File: config.mk
export PLATFORM = sky130hd
export DESIGN_NAME = core_glue_top
export DESIGN_NICKNAME = d
export VERILOG_FILES = /design/src/core_pkg.sv /design/src/core_glue_top.sv /design/src/synth_display.sv /design/src/audio_mix.sv /design/src/ce_gen.sv /design/src/loader_bridge.sv /design/src/reset_seq.sv
export VERILOG_INCLUDE_DIRS = /design/src /design/src/include
export SDC_FILE = /design/constraint.sdc
export NUM_CORES = 1
export LEC_CHECK = 0
export BUFFER_PORTS_ARGS = -buffer_cell sky130_fd_sc_hd__buf_4
export CELL_PAD_IN_SITES_DETAIL_PLACEMENT = 0
export CELL_PAD_IN_SITES_GLOBAL_PLACEMENT = 1
export CORE_UTILIZATION = 44
export CTS_CLUSTER_DIAMETER = 120
export DETAILED_ROUTE_END_ITERATION = 10
export HOLD_SLACK_MARGIN = 0.05
export PLACE_DENSITY_LB_ADDON = 0.1
export SLEW_MARGIN = 0
export SYNTH_ARGS = -nofsm -noshare
export SYNTH_HDL_FRONTEND = slang
export SYNTH_SLANG_ARGS = --single-unit
File: constraint.sdc
create_clock -name clk_sys -period 16.05 [get_ports clk_sys]
set_clock_uncertainty 0.1 [all_clocks]
set_input_delay 0.8025 -clock clk_sys [delete_from_list [all_inputs] [get_ports clk_sys]]
set_output_delay 0.8025 -clock clk_sys [all_outputs]
set_load 0.02 [all_outputs]
File: src/include/core_glue_params.svh
// Width, divider, compressor and status-bit macros for the core glue, included where needed
`ifndef CORE_GLUE_PARAMS_SVH
`define CORE_GLUE_PARAMS_SVH

// Bus and sample widths
`define SAMPLE_W         16
`define CHAN_W           8
`define STATUS_W         64
`define INFO_CODE_W      4
`define LDR_ADDR_W       20
`define LDR_DATA_W       8

// Clock enable divider ratios in clk_sys cycles
`define SYS_CE_DIV       4
`define SND_DIV_FAST     5
`define SND_DIV_SLOW     10
`define OPN_DIV_FAST     `SND_DIV_SLOW
`define OPN_DIV_SLOW     20

// Compressor curve 1, gentle
`define CMP1_KNEE        14044
`define CMP1_GAIN        2
`define CMP1_FALL        4
`define CMP1_BASE        28088
// Compressor curve 2, hard
`define CMP2_KNEE        7400
`define CMP2_GAIN        4
`define CMP2_FALL        8
`define CMP2_BASE        29600

// Synth mode bytes reported by the synth
`define SYNTH_MODE_FONT  8'hA2
`define SYNTH_MODE_ROM   8'hA1

// LCD overlay hold in auto mode, about two seconds
`define LCD_HOLD_DEFAULT 180000000

// Host status word bit map
`define ST_RESET         0
`define ST_CMP_EN        2
`define ST_SYNTH_DIS     18
`define ST_CMP_CURVE     21
`define ST_SND_MODE      34
`define ST_INFO_LO       41

`endif
File: src/core_pkg.sv
// Shared types of the core glue logic, imported by every block that moves samples, pixels or flags
`default_nettype none

`include "core_glue_params.svh"

package core_pkg;

	// Plain vectors with a meaning
	typedef logic signed [`SAMPLE_W-1:0]    sample_t;
	typedef logic [`CHAN_W-1:0]             chan_t;
	typedef logic [`STATUS_W-1:0]           status_t;
	typedef logic [`INFO_CODE_W-1:0]        info_code_t;
	typedef logic [`LDR_ADDR_W-1:0]         ldr_addr_t;
	typedef logic [`LDR_DATA_W-1:0]         ldr_data_t;

	// One stereo sample pair, left in the upper half
	typedef struct packed {
		sample_t left;
		sample_t right;
	} stereo_t;

	typedef struct packed {
		chan_t red;
		chan_t green;
		chan_t blue;
	} rgb_t;

	// Clock enables handed to the core
	typedef struct packed {
		logic       sys_cep;
		logic       sys_cen;
		logic       snd_ce;
		logic [1:0] opn_ce;
	} ce_t;

	// Reset sequencer history and release flags
	typedef struct packed {
		logic init_done;
		logic run;
		logic old_rst;
		logic old_dl;
	} rst_flags_t;

	// Synth info display selection from the host menu
	typedef enum logic [1:0] {
		info_off      = 2'd0,
		info_menu     = 2'd1,
		info_lcd_on   = 2'd2,
		info_lcd_auto = 2'd3
	} info_mode_t;

endpackage

`default_nettype wire

File: src/core_glue_top.sv
// Top of the core glue, decodes the host status word and connects reset, loader, enables, audio and display
`default_nettype none
`timescale 1ns/1ps

`include "core_glue_params.svh"

module core_glue_top
	import core_pkg::*;
#(
	parameter int unsigned lcd_hold = `LCD_HOLD_DEFAULT
) (
	input  logic       clk_sys,
	input  logic       rst_n,
	// Host side
	input  status_t    status,
	input  logic       user_btn,
	input  logic       download,
	input  logic       ioctl_wr,
	input  ldr_addr_t  ioctl_addr,
	input  ldr_data_t  ioctl_dout,
	// Core and synth side
	input  logic       ldr_ack,
	input  stereo_t    core_audio,
	input  stereo_t    synth_audio,
	input  logic       synth_avail,
	input  logic       synth_newmode,
	input  logic [7:0] synth_mode,
	input  logic [7:0] synth_rom,
	input  logic [7:0] synth_sf,
	input  logic       lcd_en,
	input  logic       lcd_pix,
	input  logic       lcd_update,
	input  rgb_t       video_in,
	// Outputs
	output logic       core_rst_n,
	output logic       ioctl_wait,
	output logic       ldr_wr,
	output ldr_addr_t  ldr_addr,
	output ldr_data_t  ldr_data,
	output logic       ldr_aen,
	output logic       ldr_done,
	output ce_t        ce,
	output stereo_t    audio_out,
	output logic       info_req,
	output info_code_t info_code,
	output rgb_t       video_out,
	output logic       synth_mute
);

	info_mode_t info_mode;

	// Status fields
	assign info_mode  = info_mode_t'(status[`ST_INFO_LO +: 2]);
	assign synth_mute = synth_avail & status[`ST_SYNTH_DIS];
	// Host stalls while a write waits for the core
	assign ioctl_wait = ldr_wr;

	reset_seq u_reset_seq (
		.clk_sys   (clk_sys),
		.rst_n     (rst_n),
		.user_btn  (user_btn),
		.host_reset(status[`ST_RESET]),
		.download  (download),
		.core_rst_n(core_rst_n)
	);

	loader_bridge u_loader_bridge (
		.clk_sys   (clk_sys),
		.rst_n     (rst_n),
		.download  (download),
		.ioctl_wr  (ioctl_wr),
		.ldr_ack   (ldr_ack),
		.ioctl_addr(ioctl_addr),
		.ioctl_dout(ioctl_dout),
		.ldr_wr    (ldr_wr),
		.ldr_aen   (ldr_aen),
		.ldr_done  (ldr_done),
		.ldr_addr  (ldr_addr),
		.ldr_data  (ldr_data)
	);

	ce_gen u_ce_gen (
		.clk_sys (clk_sys),
		.rst_n   (rst_n),
		.snd_slow(status[`ST_SND_MODE]),
		.ce      (ce)
	);

	audio_mix u_audio_mix (
		.clk_sys    (clk_sys),
		.rst_n      (rst_n),
		.core_audio (core_audio),
		.synth_audio(synth_audio),
		.synth_mute (synth_mute),
		.cmp_en     (status[`ST_CMP_EN]),
		.cmp_curve  (status[`ST_CMP_CURVE]),
		.audio_out  (audio_out)
	);

	synth_display #(
		.lcd_hold(lcd_hold)
	) u_synth_display (
		.clk_sys      (clk_sys),
		.rst_n        (rst_n),
		.info_mode    (info_mode),
		.synth_newmode(synth_newmode),
		.synth_mode   (synth_mode),
		.synth_rom    (synth_rom),
		.synth_sf     (synth_sf),
		.lcd_en       (lcd_en),
		.lcd_pix      (lcd_pix),
		.lcd_update   (lcd_update),
		.video_in     (video_in),
		.info_req     (info_req),
		.info_code    (info_code),
		.video_out    (video_out)
	);

endmodule

`default_nettype wire

File: src/synth_display.sv
// Synth info display, builds the menu info code and request and overlays the synth LCD on video
`default_nettype none
`timescale 1ns/1ps

`include "core_glue_params.svh"

module synth_display
	import core_pkg::*;
#(
	parameter int unsigned lcd_hold = `LCD_HOLD_DEFAULT
) (
	input  logic       clk_sys,
	input  logic       rst_n,
	input  info_mode_t info_mode,
	input  logic       synth_newmode,
	input  logic [7:0] synth_mode,
	input  logic [7:0] synth_rom,
	input  logic [7:0] synth_sf,
	input  logic       lcd_en,
	input  logic       lcd_pix,
	input  logic       lcd_update,
	input  rgb_t       video_in,
	output logic       info_req,
	output info_code_t info_code,
	output rgb_t       video_out
);

	localparam int HOLD_W = (lcd_hold > 1) ? $clog2(lcd_hold) : 1;

	logic              old_newmode;
	logic              old_update;
	logic              lcd_on;
	logic              overlay;
	logic [HOLD_W-1:0] hold_cnt;

	function automatic chan_t blend(input chan_t ch, input logic pix);
		return {{2{pix}}, ch[7:2]};
	endfunction

	////////////////////////////////////////////////////////////
	// Menu info code and request

	always_ff @(posedge clk_sys) begin
		if (synth_mode == `SYNTH_MODE_FONT)
			info_code <= 4'd1 + info_code_t'(synth_sf[2:0]);
		else if (synth_mode == `SYNTH_MODE_ROM && synth_rom < 8'd3)
			info_code <= 4'd9 + info_code_t'(synth_rom[1:0]);
		else
			info_code <= 4'd12;
	end

	always_ff @(posedge clk_sys or negedge rst_n) begin
		if (!rst_n) begin
			old_newmode <= 1'b0;
			info_req    <= 1'b0;
			old_update  <= 1'b0;
			lcd_on      <= 1'b0;
			hold_cnt    <= '0;
		end else begin
			old_newmode <= synth_newmode;
			info_req    <= (old_newmode ^ synth_newmode) && (info_mode == info_menu);
			old_update  <= lcd_update;
			if (hold_cnt != '0)
				hold_cnt <= hold_cnt - 1'b1;
			// LCD state per display mode
			case (info_mode)
				info_lcd_on:   lcd_on <= 1'b1;
				info_lcd_auto: begin
					if (hold_cnt == '0)
						lcd_on <= 1'b0;
					// Each LCD refresh restarts the hold window
					if (old_update ^ lcd_update) begin
						lcd_on   <= 1'b1;
						hold_cnt <= HOLD_W'(lcd_hold - 1);
					end
				end
				default:       lcd_on <= 1'b0;
			endcase
		end
	end

	// Pixel overlay is combinational on the video path
	assign overlay = lcd_on & lcd_en;

	assign video_out.red   = overlay ? blend(video_in.red, lcd_pix) : video_in.red;
	assign video_out.green = overlay ? blend(video_in.green, lcd_pix) : video_in.green;
	assign video_out.blue  = overlay ? blend(video_in.blue, lcd_pix) : video_in.blue;

endmodule

`default_nettype wire

File: src/audio_mix.sv
// Audio mixer, sums core and synth audio and runs an optional two-curve compressor per channel
`default_nettype none
`timescale 1ns/1ps

`include "core_glue_params.svh"

module audio_mix
	import core_pkg::*;
(
	input  logic    clk_sys,
	input  logic    rst_n,
	input  stereo_t core_audio,
	input  stereo_t synth_audio,
	input  logic    synth_mute,
	input  logic    cmp_en,
	input  logic    cmp_curve,
	output stereo_t audio_out
);

	stereo_t synth_gated;
	stereo_t sum_q;
	logic    cmp_en_q;
	logic    cmp_curve_q;

	// Linear below the knee, flattened slope above it
	function automatic logic [15:0] knee_curve(input logic [15:0] mag, input logic [15:0] knee,
			input logic [15:0] gain, input logic [15:0] fall, input logic [15:0] base);
		if (mag < knee)
			return mag * gain;
		return ((mag - knee) / fall) + base;
	endfunction

	function automatic sample_t compress(input sample_t smp, input logic curve_sel);
		logic [15:0] mag;
		logic [15:0] shaped;
		mag = smp[15] ? 16'(-smp) : 16'(smp);
		if (curve_sel)
			shaped = knee_curve(mag, `CMP2_KNEE, `CMP2_GAIN, `CMP2_FALL, `CMP2_BASE);
		else
			shaped = knee_curve(mag, `CMP1_KNEE, `CMP1_GAIN, `CMP1_FALL, `CMP1_BASE);
		// Sign goes back on after shaping
		return smp[15] ? sample_t'(-shaped) : sample_t'(shaped);
	endfunction

	// Muted synth counts as silence
	assign synth_gated = synth_mute ? '0 : synth_audio;

	////////////////////////////////////////////////////////////
	// Stage 1 wrapping sum, stage 2 compressor

	always_ff @(posedge clk_sys or negedge rst_n) begin
		if (!rst_n) begin
			cmp_en_q    <= 1'b0;
			cmp_curve_q <= 1'b0;
		end else begin
			// Controls travel with their sample
			cmp_en_q    <= cmp_en;
			cmp_curve_q <= cmp_curve;
		end
	end

	always_ff @(posedge clk_sys) begin
		sum_q.left  <= core_audio.left + synth_gated.left;
		sum_q.right <= core_audio.right + synth_gated.right;
		audio_out.left  <= cmp_en_q ? compress(sum_q.left, cmp_curve_q) : sum_q.left;
		audio_out.right <= cmp_en_q ? compress(sum_q.right, cmp_curve_q) : sum_q.right;
	end

endmodule

`default_nettype wire

File: src/ce_gen.sv
// Clock enable generator, divides clk_sys into CPU phase strobes and sound chip strobes
`default_nettype none
`timescale 1ns/1ps

`include "core_glue_params.svh"

module ce_gen
	import core_pkg::*;
(
	input  logic clk_sys,
	input  logic rst_n,
	input  logic snd_slow,
	output ce_t  ce
);

	// One counter width covers the longest ratio
	localparam int CNT_W = $clog2(`OPN_DIV_SLOW);

	typedef logic [CNT_W-1:0] div_cnt_t;

	localparam div_cnt_t SYS_LAST  = div_cnt_t'(`SYS_CE_DIV - 1);
	// Negative phase sits half a CPU period before the positive one
	localparam div_cnt_t SYS_MID   = div_cnt_t'(`SYS_CE_DIV / 2 - 1);
	localparam div_cnt_t SNDF_LAST = div_cnt_t'(`SND_DIV_FAST - 1);
	localparam div_cnt_t OPNF_LAST = div_cnt_t'(`OPN_DIV_FAST - 1);
	localparam div_cnt_t OPNS_LAST = div_cnt_t'(`OPN_DIV_SLOW - 1);

	div_cnt_t div_sys;
	div_cnt_t div_snd;
	div_cnt_t div_opn_f;
	div_cnt_t div_opn_s;

	function automatic div_cnt_t next_cnt(input div_cnt_t cnt, input div_cnt_t last);
		return (cnt == last) ? '0 : cnt + 1'b1;
	endfunction

	always_ff @(posedge clk_sys or negedge rst_n) begin
		if (!rst_n) begin
			div_sys   <= '0;
			div_snd   <= '0;
			div_opn_f <= '0;
			div_opn_s <= '0;
			ce        <= '0;
		end else begin
			div_sys   <= next_cnt(div_sys, SYS_LAST);
			div_snd   <= next_cnt(div_snd, SNDF_LAST);
			div_opn_f <= next_cnt(div_opn_f, OPNF_LAST);
			div_opn_s <= next_cnt(div_opn_s, OPNS_LAST);

			// Terminal counts become one-cycle strobes
			ce.sys_cep   <= (div_sys == SYS_LAST);
			ce.sys_cen   <= (div_sys == SYS_MID);
			ce.opn_ce[0] <= (div_opn_f == OPNF_LAST);
			ce.opn_ce[1] <= (div_opn_s == OPNS_LAST);
			// Slow sound mode shares the OPN fast counter
			ce.snd_ce    <= snd_slow ? (div_opn_f == OPNF_LAST) : (div_snd == SNDF_LAST);
		end
	end

endmodule

`default_nettype wire

File: src/loader_bridge.sv
// ROM loader bridge, turns host download strobes into write requests held until the core acks
`default_nettype none
`timescale 1ns/1ps

module loader_bridge
	import core_pkg::*;
(
	input  logic      clk_sys,
	input  logic      rst_n,
	input  logic      download,
	input  logic      ioctl_wr,
	input  logic      ldr_ack,
	input  ldr_addr_t ioctl_addr,
	input  ldr_data_t ioctl_dout,
	output logic      ldr_wr,
	output logic      ldr_aen,
	output logic      ldr_done,
	output ldr_addr_t ldr_addr,
	output ldr_data_t ldr_data
);

	logic old_ack;
	logic old_dl;
	logic ack_rise;
	logic dl_fall;
	logic wr_accept;

	assign ack_rise  = ~old_ack & ldr_ack;
	assign dl_fall   = old_dl & ~download;
	// Writes after the load has finished are dropped
	assign wr_accept = ioctl_wr & ~ldr_done;

	// Address enable only while the first download is running
	assign ldr_aen = download & ~ldr_done;

	always_ff @(posedge clk_sys or negedge rst_n) begin
		if (!rst_n) begin
			old_ack  <= 1'b0;
			old_dl   <= 1'b0;
			ldr_wr   <= 1'b0;
			ldr_done <= 1'b0;
		end else begin
			old_ack <= ldr_ack;
			old_dl  <= download;
			// New host byte wins over a release in the same cycle
			if (wr_accept)
				ldr_wr <= 1'b1;
			else if (ack_rise && ldr_wr)
				ldr_wr <= 1'b0;
			if (dl_fall)
				ldr_done <= 1'b1;
		end
	end

	// Payload latch
	always_ff @(posedge clk_sys) begin
		if (wr_accept) begin
			ldr_addr <= ioctl_addr;
			ldr_data <= ioctl_dout;
		end
	end

endmodule

`default_nettype wire

File: src/reset_seq.sv
// Core reset sequencer, holds the core in reset until a download and a host reset pulse release it
`default_nettype none
`timescale 1ns/1ps

module reset_seq
	import core_pkg::*;
(
	input  logic clk_sys,
	input  logic rst_n,
	input  logic user_btn,
	input  logic host_reset,
	input  logic download,
	output logic core_rst_n
);

	rst_flags_t flags;
	logic       init_next;
	logic       run_next;

	// Host reset bit must fall once before the core may run
	assign init_next = flags.init_done | (flags.old_rst & ~host_reset);
	// First download start marks a loaded system
	assign run_next  = flags.run | (~flags.old_dl & download);

	always_ff @(posedge clk_sys or negedge rst_n) begin
		if (!rst_n) begin
			flags      <= '0;
			core_rst_n <= 1'b0;
		end else begin
			flags.old_rst   <= host_reset;
			flags.old_dl    <= download;
			flags.init_done <= init_next;
			flags.run       <= run_next;
			// Button and host reset win over the release flags
			core_rst_n <= init_next & run_next & ~user_btn & ~host_reset;
		end
	end

endmodule

`default_nettype wire

==> impl_metrics.ini <==
[placement]
place_inst = 2088
gp_congestion = 0.914
port_buffers = 252
place_ws_ns = 9.55
dp_hpwl_um = 28600

[clock_tree]
post_cts_resized = 0
h-tree-depth = 4
cts_sinks = 163
clk_pin_slew_ns = 0.07
ctsHoldBuffers = 0
clock_path_buffers = 2
insertion_delay_ns = 0.44
cts_root_buffer = clkbuf_16
cts-buffers-inserted = 17
cts_tree = done
cts_setup_buffers = 0

[detailed_routing]
via_count = 12200
drcViolationCount = 0
initialDrtViolationCount = 952
vias_per_cell = 5.77
wl_um = 37700
drt-pass1-iter-count = 8
wl_per_cell_um = 17.8
ant_nets = 0

[logic_synthesis]
ys_seq_area_frac = 0.305
synthMuxAreaShare = 0.0507
avgSynthCellArea_um2 = 8.39
ys_ff_latch = 163
synth_adder_area_share = 0.0572
async_flop_share = 0.411
synth_fp_nets = 1789
synthXorXnorAreaFrac = 0.0948
ys.flop_type = dfxtp_1
yosysUniqueCellTypes = 94
synth_warnings = 0
netlist_instances = 1517
synthTopCellsByArea = dfrtp_1 (13%), dfxtp_1 (11%), xnor2_1 (6.7%)
synth_top_family_by_area = compound AO/OA/AOI/OAI gates
synthSimpleGateAreaFrac = 0.218
netlist.top_cell.by_area = dfrtp_1
syn-cell-area_mm2 = 0.0127
yosysTopAreaCellShare = 0.132
synth_compound_area_frac = 0.230
synth_edf_count = 28

[power]
sw_frac_of_total = 0.465
internal_power_mw = 1.32
pwr-share-seq = 0.222
leakagePower_nw = 6.48
p_sw_mw = 1.15
combPwrFrac = 0.605
clkPwrFrac = 0.173
power_density_mw_per_mm2 = 159
irDropWorstVdd_v = 0.0000880

[global_route]
overflow = 0
grt_pass1_vias = 11300
antenna_found_initial = 1
grt_util_all_layers = 0.253
grt_max_degree = 68
grt_pass1_wl_um = 58900

[timing]
fin_ws_ns = 9.32
worst_slew_pin_slew_ns = 1.13
period_needed_ns = 6.73
finalMaxSlewViolations = 0
setup_tns_ns = 0
hold_viol_final = 0
min_period_over_period = 0.419
fmax_ghz = 0.149
hold_ws_ns = 0.353
finalSetupViolations = 0
slew_headroom = 0.243
rsz0062_at_grt = no

[final_layout]
drive_gt1_frac = 0.210
instances_no_fill = 2120
syn2layout_area_growth_pct = 22.0
mostFrequentLayoutCells = buf_4 (272), nor2_1 (127), nand2_1 (119), xnor2_1 (97), o21ai_0 (85)
fin_nets = 2001
final_common_cell = buf_4
diodes = 0
fin_util = 0.553

[worst_setup_path]
cp_max_fo = 14
r2r_end = u_audio_mix.audio_out[14]$_DFF_P_
cp.depth = 20
path_delay_family = compound AO/OA/AOI/OAI gates
crit_buf_inv = 3
startpoint = u_audio_mix.sum_q[0]$_DFF_P_
worstPathCellList = inv_1 -> ha_1 -> nor3b_1 -> o211ai_1 -> inv_1 -> ha_1 -> a221oi_1 -> a211o_1 -> and2_1 -> ha_1 -> inv_1 -> xnor2_1 -> a21boi_0 -> a2111oi_0 -> a211oi_1 -> nor4_1 -> nand4b_1 -> o41ai_1 -> xnor2_1 -> a21oi_1
slowest_delay_ns = 0.88
cpMaxStageDelayCell = a2111oi_0
r2r_slack_ns = 9.32
crit_required_ns = 16.22
arrival_ns = 6.90
crit_end = u_audio_mix.audio_out[14]$_DFF_P_
ff2ff_path_depth = 20
cp-end-kind = register
critPathLaunchType = register
worst_r2r_startpoint = u_audio_mix.sum_q[0]$_DFF_P_
crit_type = register to register

[status]
status = complete, no violations

[floorplanning]
ioPinCount = 315
core_area_mm2 = 0.0281
fp-row-count = 61
dieHeight_um = 172
die_area_mm2 = 0.0296
die_w_um = 172
start_util = 0.453

[flow_run]
max_cap_violations = 0

[worst_hold_path]
worstHoldPathCells = 1
hold_class = register to register
## synthesized netlist by cell type (all sizes together) (8+ instances only)
cell type	number
a211o	14
clkbuf	62
nor3	45
o31ai	13
a31oi	14
or4	16
o21ai	92
a21oi	77
o41ai	9
nand2	120
and2	38
xnor2	97
nor4b	8
nand3	45
dfxtp	68
edfxtp	28
nor4	18
mux2	36
xor2	39
nand2b	15
mux2i	24
nor2	127
a211oi	20
buf	17
a21boi	14
a21o	22
inv	62
or3	25
o211ai	27
dfrtp	67
o21a	8
ha	55
and3	16
or2	10
nor2b	21
nand4	12
## per-stage QoR
stage	total power, mW	cell area, µm²
floorplan	1.61	12700
global placement	2.01	14900
detailed placement	2.02	14900
CTS	2.46	15500
global route	2.65	15500
finish	2.47	15500
## kinds of logic (layout without fill, tap and decap cells)
| family | count (synthesis) | count (layout) |
|---|---|---|
| AND/OR/NAND/NOR | 543 | 543 |
| AO/OA/AOI/OAI | 415 | 415 |
| flip-flops | 163 | 163 |
| buffers and inverters | 143 | 368 |
| XOR/XNOR | 136 | 136 |
| multiplexers | 60 | 60 |
| adder cells (fa/ha/maj) | 57 | 57 |
## routing by layer
metal  vias up  routed length (µm)  track usage
li1       6014                   -            -
met1      5739               18000        0.374
met2       449               16500        0.373
met3        34                2710       0.0455
met4         2                 461       0.0693
met5         -                  11            0
## final cells by class
cell class	count	area [µm²]
Sequential cell	163	3880
Clock inverter	10	110
Tap cell	378	473
Multi-Input combinational cell	1211	8280
Inverter	64	240
Fill cell	2696	12600
Timing Repair Buffer	272	2040
Clock buffer	22	497
## registers in the layout (all words and copies together), names as in the netlist, 8 cells and up
signal / flops
u_loader_bridge.ldr_data: 8
u_synth_display.hold_cnt: 28
u_audio_mix.sum_q: 32
u_loader_bridge.ldr_addr: 20
u_audio_mix.audio_out: 32
## how the worst min path moves through the flow
stage                                           to                            from
finish              u_reset_seq.flags[3]$_DFF_PN0_  u_reset_seq.flags[3]$_DFF_PN0_
global route        u_audio_mix.cmp_en_q$_DFF_PN0_                       status[2]
CTS                 u_audio_mix.cmp_en_q$_DFF_PN0_                       status[2]
detailed placement  u_reset_seq.flags[3]$_DFF_PN0_  u_reset_seq.flags[3]$_DFF_PN0_
global placement    u_reset_seq.flags[3]$_DFF_PN0_  u_reset_seq.flags[3]$_DFF_PN0_
floorplan           u_reset_seq.flags[3]$_DFF_PN0_  u_reset_seq.flags[3]$_DFF_PN0_
## power groups by stage
stage          logic (mW)  registers, mW  clock network (mW)
4_1_cts              1.47          0.548               0.436
6_report             1.49          0.549               0.428
2_1_floorplan        1.04          0.572                   0
3_5_place_dp         1.46          0.556                   0
5_1_grt              1.64          0.559               0.452
3_3_place_gp         1.46          0.555                   0
Power figures use the tool's default switching activity.
